===== config.mk =====
export PLATFORM = sky130hd
export DESIGN_NAME = rf_read_lane
export DESIGN_NICKNAME = d
export VERILOG_FILES = /design/src/rf_pkg.sv /design/src/rf_bank_2r1w.sv /design/src/rf_read_lane.sv
export VERILOG_INCLUDE_DIRS = /design/src
export SDC_FILE = /design/constraint.sdc
export NUM_CORES = 2
export LEC_CHECK = 0
export BUFFER_PORTS_ARGS = -buffer_cell sky130_fd_sc_hd__buf_2
export CORE_ASPECT_RATIO = 0.9
export CORE_UTILIZATION = 50
export CTS_CLUSTER_DIAMETER = 200
export DETAILED_ROUTE_END_ITERATION = 7
export GPL_TIMING_DRIVEN = 0
export PLACE_DENSITY = 0.66
export SLEW_MARGIN = 20
export SYNTH_ARGS = -nofsm -noshare
export SYNTH_HDL_FRONTEND = slang
export SYNTH_SLANG_ARGS = --single-unit

===== constraint.sdc =====
create_clock -name clk_i -period 85.7 [get_ports clk_i]
set_input_delay 21.425 -clock clk_i [delete_from_list [all_inputs] [get_ports clk_i]]
set_output_delay 21.425 -clock clk_i [all_outputs]
set_load 0.02 [all_outputs]

===== src/rf_settings.svh =====
//------------------------------------------------------------
// register file sizing macros shared by the package and RTL
//------------------------------------------------------------
`ifndef RF_SETTINGS_SVH
`define RF_SETTINGS_SVH

// data width of one architectural register
`define RF_XLEN      32

// width of a register index (ra, rb, rd)
`define RF_ADDR_W    5

// architectural registers, x0 included
`define RF_NUM_REGS  32

`endif


===== src/rf_pkg.sv =====
//------------------------------------------------------------
// packed port types for the dual-issue register file
//------------------------------------------------------------
`default_nettype none

`include "rf_settings.svh"

package rf_pkg;

    // one write port, rd of zero means no write
    typedef struct packed
    {
        logic [`RF_ADDR_W-1:0] rd;
        logic [`RF_XLEN-1:0]   value;
    } rf_write_t;

    // source operand indices for one lane
    typedef struct packed
    {
        logic [`RF_ADDR_W-1:0] ra;
        logic [`RF_ADDR_W-1:0] rb;
    } rf_read_req_t;

    // operand values for one lane
    typedef struct packed
    {
        logic [`RF_XLEN-1:0] ra_value;
        logic [`RF_XLEN-1:0] rb_value;
    } rf_read_rsp_t;

    // set bit -> bank of write port 1 holds the live copy
    typedef logic [`RF_NUM_REGS-1:0] rf_lvt_t;

endpackage

`default_nettype wire


===== src/rf_bank_2r1w.sv =====
//------------------------------------------------------------
// flop based register bank, one write port and two
// asynchronous read ports, x0 hardwired to zero
//------------------------------------------------------------
`timescale 1ns/1ps
`default_nettype none

`include "rf_settings.svh"

module rf_bank_2r1w
(
    // clock and reset
     input  logic                 clk_i
    ,input  logic                 rst_i

    // write port
    ,input  rf_pkg::rf_write_t    wr_i

    // read pair
    ,input  rf_pkg::rf_read_req_t req_i
    ,output rf_pkg::rf_read_rsp_t rsp_o
);

//------------------------------------------------------------
// storage
//------------------------------------------------------------
// x0 has no flops, entries 1 to 31 only
logic [`RF_NUM_REGS-1:1][`RF_XLEN-1:0] regs_q;

always_ff @(posedge clk_i or posedge rst_i)
begin
    if (rst_i)
    begin
        regs_q <= '0;
    end
    else if (wr_i.rd != '0)
    begin
        regs_q[wr_i.rd] <= wr_i.value;
    end
end

//------------------------------------------------------------
// asynchronous read
//------------------------------------------------------------
always_comb
begin
    rsp_o = '0;

    if (req_i.ra != '0)
    begin
        rsp_o.ra_value = regs_q[req_i.ra];
    end

    if (req_i.rb != '0)
    begin
        rsp_o.rb_value = regs_q[req_i.rb];
    end
end

//------------------------------------------------------------
// checks
//------------------------------------------------------------
// rd of zero is a bubble, no entry may change on that edge
a_x0_write_ignored : assert property
(
    @(posedge clk_i) disable iff (rst_i)
    (wr_i.rd == '0) |=> $stable(regs_q)
)
else
    $error("bank changed on a write to x0");

endmodule

`default_nettype wire


===== src/rf_read_lane.sv =====
//------------------------------------------------------------
// one read lane, a bank per write port plus live value
// selection for the lane's ra/rb pair
//------------------------------------------------------------
`timescale 1ns/1ps
`default_nettype none

module rf_read_lane
(
    // clock and reset
     input  logic                 clk_i
    ,input  logic                 rst_i

    // write ports, one per bank
    ,input  rf_pkg::rf_write_t    wr0_i
    ,input  rf_pkg::rf_write_t    wr1_i

    // bank select from the live value table
    ,input  rf_pkg::rf_lvt_t      lvt_i

    // read pair for this lane
    ,input  rf_pkg::rf_read_req_t req_i
    ,output rf_pkg::rf_read_rsp_t rsp_o
);

rf_pkg::rf_read_rsp_t bank0_rsp;
rf_pkg::rf_read_rsp_t bank1_rsp;

//------------------------------------------------------------
// banks
//------------------------------------------------------------
// bank 0 follows write port 0
rf_bank_2r1w u_bank0
(
     .clk_i (clk_i)
    ,.rst_i (rst_i)
    ,.wr_i  (wr0_i)
    ,.req_i (req_i)
    ,.rsp_o (bank0_rsp)
);

// bank 1 follows write port 1
rf_bank_2r1w u_bank1
(
     .clk_i (clk_i)
    ,.rst_i (rst_i)
    ,.wr_i  (wr1_i)
    ,.req_i (req_i)
    ,.rsp_o (bank1_rsp)
);

//------------------------------------------------------------
// live value select
//------------------------------------------------------------
always_comb
begin
    rsp_o.ra_value = lvt_i[req_i.ra] ? bank1_rsp.ra_value : bank0_rsp.ra_value;
    rsp_o.rb_value = lvt_i[req_i.rb] ? bank1_rsp.rb_value : bank0_rsp.rb_value;
end

//------------------------------------------------------------
// checks
//------------------------------------------------------------
// x0 reads zero through both the table and the banks
a_ra_x0_zero : assert property
(
    @(posedge clk_i) disable iff (rst_i)
    (req_i.ra == '0) |-> (rsp_o.ra_value == '0)
)
else
    $error("lane ra read of x0 not zero: %h", rsp_o.ra_value);

a_rb_x0_zero : assert property
(
    @(posedge clk_i) disable iff (rst_i)
    (req_i.rb == '0) |-> (rsp_o.rb_value == '0)
)
else
    $error("lane rb read of x0 not zero: %h", rsp_o.rb_value);

endmodule

`default_nettype wire


# --- Word-level counts from Yosys, hierarchy flattened ---
# Cells that the tools add are included.
op_classes:
  order_cmp: 6
  muxes: 24
  reduce_logical: 6
ops:
  columns: ["op", "n"]
  rows:
  - ["992-bit bitwise mux", 2]
  - ["32-bit binary-select mux with 5-bit select", 4]
  - ["32-bit two-way mux", 12]
  - ["32-bit demux with 5-bit select", 2]
  - ["5-bit by 6-bit less-than comparator with 1-bit output (second input constant)", 4]
  - ["5-bit nonzero test", 4]
  - ["1-bit binary-select mux with 5-bit select", 2]
  - ["5-bit by 1-bit >= comparator with 1-bit output (second input constant)", 2]
  - ["1-bit logical AND", 2]
  - ["1-bit two-way mux", 2]
totals:
  ff_bits: 1984
  word_cells: 98

# --- Depth between registers and ports, before layout ---
logic_depth:
  ltp_word: 5
  depth_mapped: 12

# --- Modules after synthesis ---
# A second synthesis with hierarchy kept.
unflattened:
  cells_unflattened: 8204
  hier_area_um2: 107968.6
by_module_without_submodules:
  columns: ["mod", "seq_area_each_um2", "cells_per_inst", "area_per_inst_um2", "n_inst"]
  rows:
  - ["rf_bank_2r1w at u_bank0", 24823.8, 4021, 53259.8, 1]
  - ["rf_bank_2r1w at u_bank1", 24823.8, 4031, 53226.0, 1]
  - ["rf_read_lane", 0.0, 152, 1482.7, 1]

# --- Worst setup path before layout ---
# No wires, ideal clock.
synth_path:
  path_kind: "input-to-output"
  start: "in req_i[5] (netlist bit)"
  end: "out rsp_o[44] (netlist bit)"
  path_buffers: 3
  path_stages: 7
  arrival_time_ns: 23.565
  setup_slack_ns: 40.710
  cell_sequence: "buf_2 > buf_4 > buf_1 > mux4_2 > mux4_2 > mux2i_1 > a22oi_1"
synth_lines:
  columns: ["element", "line_no", "source"]
  rows:
  - ["from (decl)", "rf_read_lane.sv:22", ",input rf_pkg::rf_read_req_t req_i"]
  - ["to (decl)", "rf_read_lane.sv:23", ",output rf_pkg::rf_read_rsp_t rsp_o"]

==> impl_metrics.py <==
metrics = {
    "route": {
        "drt_first_pass_iters": 8,
        "via_per_inst": 7.467,
        "vias": 78970,
        "drtIter0Drc": 12500,
        "drt-total-wl_um": 501100,
        "drt-wirelength-per-cell_um": 47.39,
        "drcViolationCount": 2,
        "ant_nets": 0,
    },
    "placement": {
        "dpl_cell_area_mm2": 0.1123,
        "dp_hpwl_um": 367000,
        "place_ws_ns": 37.36,
        "io_buffers": 177,
        "routabilityCongestion": 1.116,
    },
    "yosys": {
        "synth_largest_area_cell": "dfrtp_1",
        "postSynthAreaPerCell_um2": 15.15,
        "synth_area_leaders": "dfrtp_1 46%, mux2_2 22%, mux4_2 19%",
        "syn-cell-area_mm2": 0.1068,
        "ys_ff_latch": 1984,
        "async_flop_share_pct": 100.0,
        "ys.flop_type": "dfrtp_1",
        "ys_types": 43,
        "synth_edf_count": 0,
        "ys_warn_count": 0,
        "synth_top_area_share_pct": 46.48,
        "syn-num-nets": 7170,
        "ys_seq_area_share_pct": 46.48,
        "syn_inst": 7052,
    },
    "critical_path": {
        "worst_ep_arrival_time_ns": 27.54,
        "critPathLaunchType": "input port",
        "r2r-start": "u_bank1.regs_q[905]",
        "worst-r2r-setup-slack_ns": 84.65,
        "crit_start": "req_i[6]",
        "critPathKind": "in2out",
        "cp-end-kind": "output pin",
        "r2r-end": "u_bank1.regs_q[905]",
        "path_max_fanout": 10,
        "cp_data_required_time_ns": 64.28,
        "rr_worst_depth": 1,
    },
    "clocking": {
        "cts_inserted_buffers": 211,
        "clk_pin_slew_ns": 0.06,
        "cts_hold_buf": 0,
        "cts_tree": "yes",
        "htree_levels": 4,
        "ctsRootBufferMaster": "clkbuf_16",
        "cts_setup_buffers": 0,
        "post_cts_resize_count": 0,
        "clockBufferDepth": 3,
        "clock-sinks": 1984,
        "insertion_delay_ns": 0.91,
    },
    "finish": {
        "final_nets": 7604,
        "fillCellCount": 17090,
        "drive_above_1_share_pct": 51.27,
        "area_growth_pct": 12.24,
        "final_common_cell": "mux2_2",
        "finish.instance_area_mm2": 0.1199,
        "final_cell_mix": "2117 x mux2_2, 1984 x dfrtp_1, 922 x mux4_2",
    },
    "global_routing": {
        "groute.usage.overall_pct": 46.55,
        "antenna_found_initial": 99,
        "grt_pass1_wl_um": 665400,
        "grt.overflow.total": 0,
        "first_global_vias": 75760,
        "grt_max_degree": 109,
    },
    "sta": {
        "tightest_slew_ns": 1.388,
        "period_share_pct": 57.14,
        "setup_violations": 0,
        "setup_tns_ns": 0,
        "fin_skew_ns": 0,
        "final_max_slew_viol_count": 0,
        "rsz0062_at_grt": "no",
        "layout_min_cycle_time_ns": 48.97,
        "final_hold_viol_count": 0,
        "setup_ws_ns": 36.73,
        "max_slew_margin_pct": 6.483,
        "max_freq_mhz": 20.42,
    },
    "floorplan": {
        "io_pins": 182,
        "rows": 160,
        "die_area_mm2": 0.2155,
        "initial_core_util_pct": 50.43,
        "die_width_um": 489.2,
        "die_y_um": 440.5,
        "core_mm2": 0.2118,
    },
    "power": {
        "powerDensity_mw_per_mm2": 26.54,
        "total_power_mw": 3.181,
        "p_leak_nw": 50.01,
        "vdd_drop_max_v": 0.00002166,
    },
    "run_status": {
        "outcome": "finished with violations",
        "violations": "DRC",
    },
    "worst_hold_path": {
        "whs_path_depth": 1,
        "hold_class": "reg2reg",
        "min-delay-start": "u_bank0.regs_q[736]",
        "min_to": "u_bank0.regs_q[736]",
    },
    "run": {
        "drv_cap": 0,
    },
}
critical path, stage by stage:
cell      delay (ns)
buf_2           0.23
buf_2           0.48
buf_4           0.34
clkbuf_1        0.82
nand2_1         1.01
clkbuf_2        0.66
o221ai_1        0.60
o21ai_0         0.18
a21oi_1         0.65
a21oi_1         0.15
a22oi_1         0.63
buf_2           0.29
report_power, final:
group,switching [mW],internal [mW],leakage (nW)
clock network,0.423,0.561,3.61
registers,0.172,1.16,24.3
logic,0.445,0.423,22.1
total,1.04,2.14,50.0
worst max-delay path by stage:
stage,endpoint,depth (start not counted)
after global placement,u_bank1.regs_q[973],2
after CTS,rsp_o[41],12
after floorplan,u_bank0.regs_q[0],1
after detailed placement,rsp_o[41],12
after global routing,rsp_o[41],12
final,rsp_o[41],12
logic make-up (layout without fill, tap and decap cells):
logic type      after synthesis  count (layout)  synth area share, %
simple gates                297             297                1.285
mux                        3396            3396                45.11
buf+inv                     778            1392                3.128
compound gates              597             597                3.996
other cells                   0              74                    0
flops                      1984            1984                46.48
metrics by stage:
step           util (%)  hold WS [ns]  cells
6_report          56.60        0.5215  10580
5_1_grt           56.54        0.5370  10530
4_1_cts           56.47        0.5218  10500
3_5_place_dp      53.03        0.5077  10110
3_3_place_gp      52.52        0.4987  10060
2_1_floorplan         -        0.4906   7052
state kept, by name, summed over array words and instances, names as in the netlist:
name	cells
u_bank0.regs_q	992
u_bank1.regs_q	992
cell usage after synthesis, types with 2 or more instances:
cell / n
mux2_2: 2117
dfrtp_1: 1984
mux4_2: 922
clkbuf_1: 427
mux2i_1: 357
buf_2: 147
buf_1: 145
o21ai_0: 106
a21oi_1: 102
nand2_1: 101
a221oi_1: 83
nor2_1: 79
a22oi_1: 71
a22o_1: 56
o221ai_1: 46
nand3_1: 43
buf_4: 42
o22ai_1: 40
a221o_1: 38
or3_1: 32
o32ai_1: 16
nor2b_1: 12
a211oi_1: 11
buf_6: 10
nand2b_1: 10
a31o_2: 7
o211ai_1: 7
o31ai_1: 7
nand3b_1: 6
nor3b_1: 6
inv_1: 4
a31oi_1: 3
a32oi_1: 2
and2_1: 2
clkinv_1: 2
nor3_1: 2
routing by layer:
| metal | vias to the layer above | track usage, % | share of wire [%] |
|---|---|---|---|
| li1 | 28470 | - | - |
| met1 | 42300 | 58.93 | 36 |
| met2 | 6634 | 60.35 | 39 |
| met3 | 1539 | 23.91 | 16 |
| met4 | 26 | 34.12 | 8.8 |
| met5 | - | 0 | 0.044 |
area by class of cell:
class                   instances  area, µm²  share of cell area [%]
diodes                         74      185.2                  0.1545
plain buffers                 772       3426                   2.858
clock inverters                78       1045                  0.8715
multi-input cells            4290      53920                   44.98
flip-flops and latches       1984      49650                   41.42
well taps                    2835       3547                   2.959
clock buffers                 315       6241                   5.206
repair buffers                221       1832                   1.528
inverters                       6      30.03                 0.02505
No activity file was read; power rests on OpenSTA's default activity.
