[config.mk]
export PLATFORM = sky130hd
export DESIGN_NAME = rf_live_value_table
export DESIGN_NICKNAME = d
export VERILOG_FILES = /design/src/rf_pkg.sv /design/src/rf_live_value_table.sv
export VERILOG_INCLUDE_DIRS = /design/src
export SDC_FILE = /design/constraint.sdc
export NUM_CORES = 1
export LEC_CHECK = 0
export BUFFER_PORTS_ARGS = -buffer_cell sky130_fd_sc_hd__buf_2
export CAP_MARGIN = 10
export CORE_AREA = 2 2 69 71
export DETAILED_ROUTE_END_ITERATION = 10
export DIE_AREA = 0 0 71 73
export PLACE_DENSITY_LB_ADDON = 0.3
export SYNTH_ARGS = -nofsm -noshare
export SYNTH_HDL_FRONTEND = slang
export SYNTH_SLANG_ARGS = --single-unit
[constraint.sdc]
create_clock -name clk_i -period 1.1 [get_ports clk_i]
set_clock_uncertainty 0.15 [all_clocks]
set_input_delay 0.11 -clock clk_i [delete_from_list [all_inputs] [get_ports clk_i]]
set_output_delay 0.11 -clock clk_i [all_outputs]
set_load 0.01 [all_outputs]
[src/rf_settings.svh]
//------------------------------------------------------------
// register file sizing macros shared by the package and RTL
//------------------------------------------------------------
`ifndef RF_SETTINGS_SVH
`define RF_SETTINGS_SVH

// data width of one architectural register
`define RF_XLEN      32

// width of a register index (ra, rb, rd)
`define RF_ADDR_W    5

// architectural registers, x0 included
`define RF_NUM_REGS  32

`endif

[src/rf_pkg.sv]
//------------------------------------------------------------
// packed port types for the dual-issue register file
//------------------------------------------------------------
`default_nettype none

`include "rf_settings.svh"

package rf_pkg;

    // one write port, rd of zero means no write
    typedef struct packed
    {
        logic [`RF_ADDR_W-1:0] rd;
        logic [`RF_XLEN-1:0]   value;
    } rf_write_t;

    // source operand indices for one lane
    typedef struct packed
    {
        logic [`RF_ADDR_W-1:0] ra;
        logic [`RF_ADDR_W-1:0] rb;
    } rf_read_req_t;

    // operand values for one lane
    typedef struct packed
    {
        logic [`RF_XLEN-1:0] ra_value;
        logic [`RF_XLEN-1:0] rb_value;
    } rf_read_rsp_t;

    // set bit -> bank of write port 1 holds the live copy
    typedef logic [`RF_NUM_REGS-1:0] rf_lvt_t;

endpackage

`default_nettype wire

[src/rf_live_value_table.sv]
//------------------------------------------------------------
// live value table holding one bit per register that names
// the write port which last wrote it
//------------------------------------------------------------
`timescale 1ns/1ps
`default_nettype none

module rf_live_value_table
(
    // clock and reset
     input  logic              clk_i
    ,input  logic              rst_i

    // both write ports
    ,input  rf_pkg::rf_write_t wr0_i
    ,input  rf_pkg::rf_write_t wr1_i

    // per-register bank select to every read lane
    ,output rf_pkg::rf_lvt_t   lvt_o
);

rf_pkg::rf_lvt_t lvt_q;
rf_pkg::rf_lvt_t lvt_d;

//------------------------------------------------------------
// next state
//------------------------------------------------------------
always_comb
begin
    lvt_d = lvt_q;

    // port 0 first and port 1 overrides on a collision
    lvt_d[wr0_i.rd] = 1'b0;
    lvt_d[wr1_i.rd] = 1'b1;

    // x0 is never live in bank 1
    lvt_d[0] = 1'b0;
end

always_ff @(posedge clk_i or posedge rst_i)
begin
    if (rst_i)
    begin
        lvt_q <= '0;
    end
    else
    begin
        lvt_q <= lvt_d;
    end
end

assign lvt_o = lvt_q;

//------------------------------------------------------------
// checks
//------------------------------------------------------------
// x0 must always select bank 0 in every lane
a_x0_bank0 : assert property
(
    @(posedge clk_i) disable iff (rst_i)
    !lvt_o[0]
)
else
    $error("live value table marks x0 as bank 1");

endmodule

`default_nettype wire

# After elaboration in Yosys (flattened, before gate mapping)
# Index checks and enable logic that the tools add are counted.
[totals]
reg_bits = 31
output_inout_bits = 32
word_cells = 14
[classes]
n_lt_le_gt_ge = 4
muxes = 4
bitwise_logic = 3
reduce_logical = 2
[ops]
columns = ["op", "n"]
rows = [
  ["$and A32 B32 Y32", 1],
  ["$not A32 Y32", 1],
  ["$or A32 B32 Y32", 1],
  ["$lt A5 B6 Y1 const B", 2],
  ["$demux W1 S5", 2],
  ["$ge A5 B1 Y1 const B", 2],
  ["$logic_and A1 B1 Y1", 2],
  ["$mux W1", 2],
]

# Longest topological paths before layout
# Gate-level depths: netlist of run 1.
[logic_depth]
depth_word = 7
ltp_mapped = 3

# Worst setup path before layout of run 1
# Ideal clock, no wire load.
[synth_timing]
path_type = "input to register"
startpoint = "input wr0_i[34] (netlist bit)"
endpoint = "register lvt_q[1], in the netlist lvt_o[1]"
arrival_ns = 0.678
t_required_ns = 0.823
path_slack_ns = 0.145
stages = 3
path_buffers = 0
path_cell_list = "or3_1 -> o21ai_1 -> o21ai_1"
[synth_between]
elab_chain_cells = 7
elab_cells_between_ends = 8
cone_classes = "order compare (2); mux (2); bitwise (3); reduce/logical (1)"
[synth_rtl]
columns = ["item", "line", "rtl"]
rows = [
  ["start: declaration", "rf_live_value_table.sv:15", ",input rf_pkg::rf_write_t wr0_i"],
  ["$lt A5 B6 Y1 (implied by the code) / $ge A5 B1 Y1 (equally long branches)", "rf_live_value_table.sv:33", "lvt_d[wr0_i.rd] = 1'b0;"],
  ["$logic_and A1 B1 Y1 (implied by the code)", "rf_live_value_table.sv:33", ""],
  ["$mux W1 (implied by the code)", "rf_live_value_table.sv:33", ""],
  ["$demux W1 S5 *", "rf_live_value_table.sv:33", ""],
  ["$not A32 Y32 (no line) *", "--", ""],
  ["$and A32 B32 Y32 (no line) *", "--", ""],
  ["$or A32 B32 Y32 (no line) *", "--", ""],
  ["via lvt_d[1]", "rf_live_value_table.sv:23", "rf_pkg::rf_lvt_t lvt_d;"],
  ["end signal: assignment", "rf_live_value_table.sv:48", "lvt_q <= lvt_d;"],
  ["end: declaration", "rf_live_value_table.sv:22", "rf_pkg::rf_lvt_t lvt_q;"],
]
# Mark *: on every way through the listed nets, which the timed path passes. The rest lies on a longest branch.

# Worst setup path after layout of run 1
[layout_timing]
startpoint = "register lvt_q[9], in the netlist lvt_o[9]"
endpoint = "output lvt_o[9]"
[layout_rtl]
columns = ["item", "line", "rtl"]
rows = [
  ["end: declaration", "rf_live_value_table.sv:19", ",output rf_pkg::rf_lvt_t lvt_o"],
]
# No word-level cell between the ends.

==> results.json, run 1 <==
{
  "min_path_type": "input pin to flip-flop",
  "n_antenna_cell": 0,
  "hold_ws_ps": 61.6,
  "netlist_area_um2": 1270,
  "dp_hpwl_mm": 2.55,
  "cp-start-kind": "flip-flop",
  "path_clk_slew_ps": 60,
  "synth-main-ff-cell": "dfrtp_1",
  "totalWireLength_mm": 3.65,
  "arrival_ps": 820,
  "antenna_left": 0,
  "wl_per_cell_um": 15.6,
  "p_per_area_nw_per_um2": 1920,
  "placementRows": 25,
  "cts_resized": 0,
  "grt_pass1_vias": 1109,
  "maxCapViolCount": 0,
  "start_util_pct": 28.0,
  "ys_top_cells_by_area": "dfrtp_1 (61%), o21ai_1 (13%), o21ai_0 (11%)",
  "synth_edf_count": 0,
  "netlist_instances": 122,
  "gr-usage-all-layers_pct": 14.6,
  "synthToLayoutAreaGrowth_pct": 35.6,
  "maxSlewViolCount": 0,
  "pre_cts_slack_ps": -103,
  "syn_avg_cell_area_um2": 10.4,
  "setup.worst_path.class": "flip-flop to primary output",
  "clock.fmax_ghz": 0.928,
  "largest_reg_flops": 31,
  "drt_pre_antenna_iters": 4,
  "worstPathMaxFanout": 2,
  "globalplace.congestion": 0.758,
  "overflow": 0,
  "cp_slowest_stage_delay_ps": 390,
  "nFillCells": 463,
  "multiInputGateArea_um2": 484,
  "synth.ff_latch_count": 31,
  "p_leak_nw": 0.763,
  "rsz0062_at_grt": "yes",
  "die_h_um": 73,
  "place_area_um2": 1600,
  "period_share_pct": 97.9,
  "ys_types": 15,
  "setup_viol_count_final": 0,
  "yosysWarnings": 0,
  "clock_latency_ps": 280,
  "cp_slowest_cell": "dfrtp_1",
  "die_w_um": 71,
  "vias": 1183,
  "via_per_inst": 5.06,
  "grt_max_degree": 32,
  "fin_area_um2": 1720,
  "peakVddDrop_mv": 0.532,
  "tritoncts": "built",
  "syn_nets": 198,
  "cts.sinks": 31,
  "ios": 108,
  "cts_buffers": 5,
  "yosysSeqAreaShare_pct": 61.0,
  "htreeDepth": 2,
  "clockRootBuffer": "clkbuf_8",
  "status": "complete, no violations",
  "yosysMostFrequentCell": "o21ai_1",
  "min_period_ps": 1080,
  "drc": 0,
  "die_area_um2": 5180,
  "ff_latch_area_um2": 776,
  "drtIter0Drc": 44,
  "antenna_found_initial": 0,
  "nNetsFinal": 255,
  "core_um2": 4540,
  "fin_ws_ps": 22.7,
  "path_delay_family": "flip-flops",
  "synth_common_cells": "o21ai_1 (34), dfrtp_1 (31), o21ai_0 (28)",
  "drive_gt1_share_pct": 33.3,
  "hold_viol_final": 0,
  "clk_path_buf_depth": 2,
  "required_ps": 840,
  "yosys.area.top_type_share_pct": 61.0,
  "path_cells": "buf_2",
  "portBuffers": 42,
  "worst-path-buf-inv": 1,
  "end_kind": "primary output",
  "setup-tns-final_ps": 0,
  "finalPower_mw": 3.32,
  "synthArstFlopShare_pct": 100,
  "synth_top_cell_by_area": "dfrtp_1",
  "grt_pass1_wl_mm": 5.65
}
## kinds of logic after synthesis
kind of cell | count (synthesis) | synth area share, %
compound gates | 62 | 24.4
simple gates | 26 | 13.4
buf+inv | 2 | 0.886
other cells | 1 | 0.295
flops | 31 | 61.0
## final timing paths
kind | startpoint | cells after the start | end | slack (ps)
min in group asynchronous | rst_i | 4 | lvt_o[30] | 260
setup reg to reg | lvt_o[3] | 3 | lvt_o[3] | 180
setup / recovery | lvt_o[9] | 1 | lvt_o[9] | 20
hold reg to reg | lvt_o[10] | 2 | lvt_o[10] | 350
hold / removal | wr1_i[34] | 3 | lvt_o[2] | 60
max in group asynchronous | rst_i | 4 | lvt_o[5] | 380
## routing by layer
metal / vias up / wire [um] / GRT usage [%]
li1: 556 / - / -
met1: 567 / 1680 / 19.1
met2: 49 / 1690 / 23.3
met3: 11 / 181 / 3.18
met4: 0 / 89 / 6.71
met5: - / 0 / 0
## per-stage QoR
| stage | utilization, % | std cells |
|---|---|---|
| final | 38.0 | 234 |
| after global routing | 38.0 | 234 |
| after CTS | 37.7 | 232 |
| after detailed placement | 35.3 | 223 |
| after global placement | 35.3 | 223 |
| after floorplan | - | 122 |
## placed cells by master (no fill, tap or decap), drive strengths merged
cell	count
conb	1
clkbuf	8
or3	2
nand2b	4
nand2	4
nand3	2
buf	50
dlygate4sd3	1
dfrtp	31
nor2	2
or2	2
o21ai	62
nand3b	6
or3b	4
inv	1
## power breakdown
group,total (mW),internal (mW),switching [mW]
Sequential,1.52,1.39,0.129
Combinational,0.818,0.358,0.460
Clock,0.976,0.570,0.405
## worst min-delay path, delay by kind of cell
family,cells,cell delay [ps]
and+or+nand+nor,1,160
buffers and inverters,1,110
AOI/OAI and AO/OA,1,70
## layout make-up
type,count,area share (%)
tap,54,3.92
timing repair buffer,51,17.0
sequential,31,45.0
inverter,1,0.218
clock buffer,8,5.81
multi-input combinational,89,28.1
## timing repair
| item | in CTS | in global routing |
|---|---|---|
| endpoints found under the setup margin | 0 | 5 |
| hold buffers | 1 | 0 |
| buffers inserted | 0 | 2 |
| hold endpoints to repair | 31 | 0 |
(Power assumes the default switching activity.)
==> run 2: changes to the inputs <==
SLEW_MARGIN = 10   (was default)
clock period = 1.4 ns   (was 1.1 ns; I/O delays follow)
==> results.json, run 2 (synthesized netlist as in run 1, its figures left out) <==
{
  "status": "complete, no violations",
  "placed_cells": 218,
  "largest_reg_flops": 31,
  "instances_no_fill": 227,
  "grt_pass1_wl_mm": 5.69,
  "path_delay_family": "flip-flops",
  "layout_common_cells": "buf_2 (42), o21ai_1 (34), dfrtp_1 (31)",
  "cts_resized": 0,
  "overflow": 0,
  "path_cells": "buf_2",
  "vias": 1155,
  "cp-start-kind": "flip-flop",
  "period_share_pct": 79.5,
  "synthToLayoutAreaGrowth_pct": 31.9,
  "nNetsFinal": 248,
  "setup.worst_path.class": "flip-flop to primary output",
  "wl_per_cell_um": 15.9,
  "drt_pre_antenna_iters": 4,
  "totalWireLength_mm": 3.61,
  "final_common_cell": "buf_2",
  "via_per_inst": 5.09,
  "core_um2": 4540,
  "ios": 108,
  "cts_buffers": 5,
  "grt_max_degree": 32,
  "ff_latch_area_um2": 776,
  "setup-tns-final_ps": 0,
  "start_util_pct": 28.0,
  "maxSlewViolCount": 0,
  "multiInputGateArea_um2": 484,
  "worstPathMaxFanout": 2,
  "cts.sinks": 31,
  "placementRows": 25,
  "p_per_area_nw_per_um2": 1620,
  "antenna_left": 0,
  "htreeDepth": 2,
  "drc": 0,
  "clk_path_buf_depth": 2,
  "gr-usage-all-layers_pct": 14.7,
  "peakVddDrop_mv": 0.452,
  "post_cts_buffers": 0,
  "worst-path-buf-inv": 1,
  "antenna_found_initial": 0,
  "cp_slowest_stage_delay_ps": 400,
  "clock_latency_ps": 280,
  "clockRootBuffer": "clkbuf_8",
  "globalplace.congestion": 0.772,
  "maxCapViolCount": 0,
  "die_area_um2": 5180,
  "grt_pass1_vias": 1096,
  "arrival_ps": 820,
  "cp_slowest_cell": "dfrtp_1",
  "p_leak_nw": 0.734,
  "portBuffers": 42,
  "rsz0062_at_grt": "no",
  "die_h_um": 73,
  "dp_hpwl_mm": 2.46,
  "min_path_type": "input pin to flip-flop",
  "clock.fmax_ghz": 0.899,
  "end_kind": "primary output",
  "drive_gt1_share_pct": 31.2,
  "die_w_um": 71,
  "min_period_ps": 1110,
  "n_antenna_cell": 0,
  "drtIter0Drc": 67,
  "setup_viol_count_final": 0,
  "required_ps": 1110,
  "nFillCells": 468,
  "tritoncts": "built",
  "hold_viol_final": 0,
  "path_clk_slew_ps": 70
}
==> run 2: cell types whose count changed in the layout (fill, tap and decap cells not counted) <==
cell,delta
clkbuf_1,-1
bufinv_16,+1
buf_12,-1
clkbuf_8,-1
clkinv_2,+1
buf_4,-6
==> run 2: where the power goes <==
part	total [mW]	switching (mW)	internal (mW)
sequential	1.19	0.0988	1.10
combinational	0.606	0.353	0.254
clock	0.912	0.337	0.575
total	2.71	0.788	1.92
==> run 2: metal layers <==
layer	wire length [um]	up-vias	global-route usage, %	share of wire, %
li1	-	548	-	-
met1	1570	560	19.0	43
met2	1770	42	23.8	49
met3	224	5	3.73	6.2
met4	49	0	5.66	1.4
met5	0	-	0	0
==> run 2: final timing paths <==
check | from | cells after the start | slack, ps | endpoint
max in group asynchronous | rst_i | 4 | 460 | lvt_o[14]
setup reg to reg | lvt_o[24] | 2 | 560 | lvt_o[24]
hold reg to reg | lvt_o[3] | 2 | 350 | lvt_o[3]
setup / recovery | lvt_o[18] | 1 | 290 | lvt_o[18]
hold / removal | wr1_i[34] | 3 | 100 | lvt_o[5]
min in group asynchronous | rst_i | 4 | 340 | lvt_o[10]
==> run 2: through the flow <==
stage	setup WS (ps)	total power, mW	util (%)	hold WS (ps)	instance area (um^2)
after CTS	286	2.73	37.0	98.8	1680
after floorplan	415	1.51	-	93.5	1270
after detailed placement	172	1.82	34.2	90.4	1550
after global placement	170	1.81	34.2	89.0	1550
final	287	2.71	37.0	103	1680
after global routing	252	2.87	37.0	118	1680
==> run 2: what timing repair did <==
| action | 4_1_cts | 5_1_grt |
|---|---|---|
| endpoints found under the hold margin | 31 | 0 |
| hold buffers | 1 | 0 |
| setup endpoints to repair | 0 | 0 |
==> run 2: area by class of cell <==
type                       count  area share, %
sequential                    31           46.3
multi-input combinational     89           28.9
timing repair buffer          44           13.6
clock buffer                   6           4.93
tap                           54           4.03
clock inverter                 2           2.09
inverter                       1          0.224
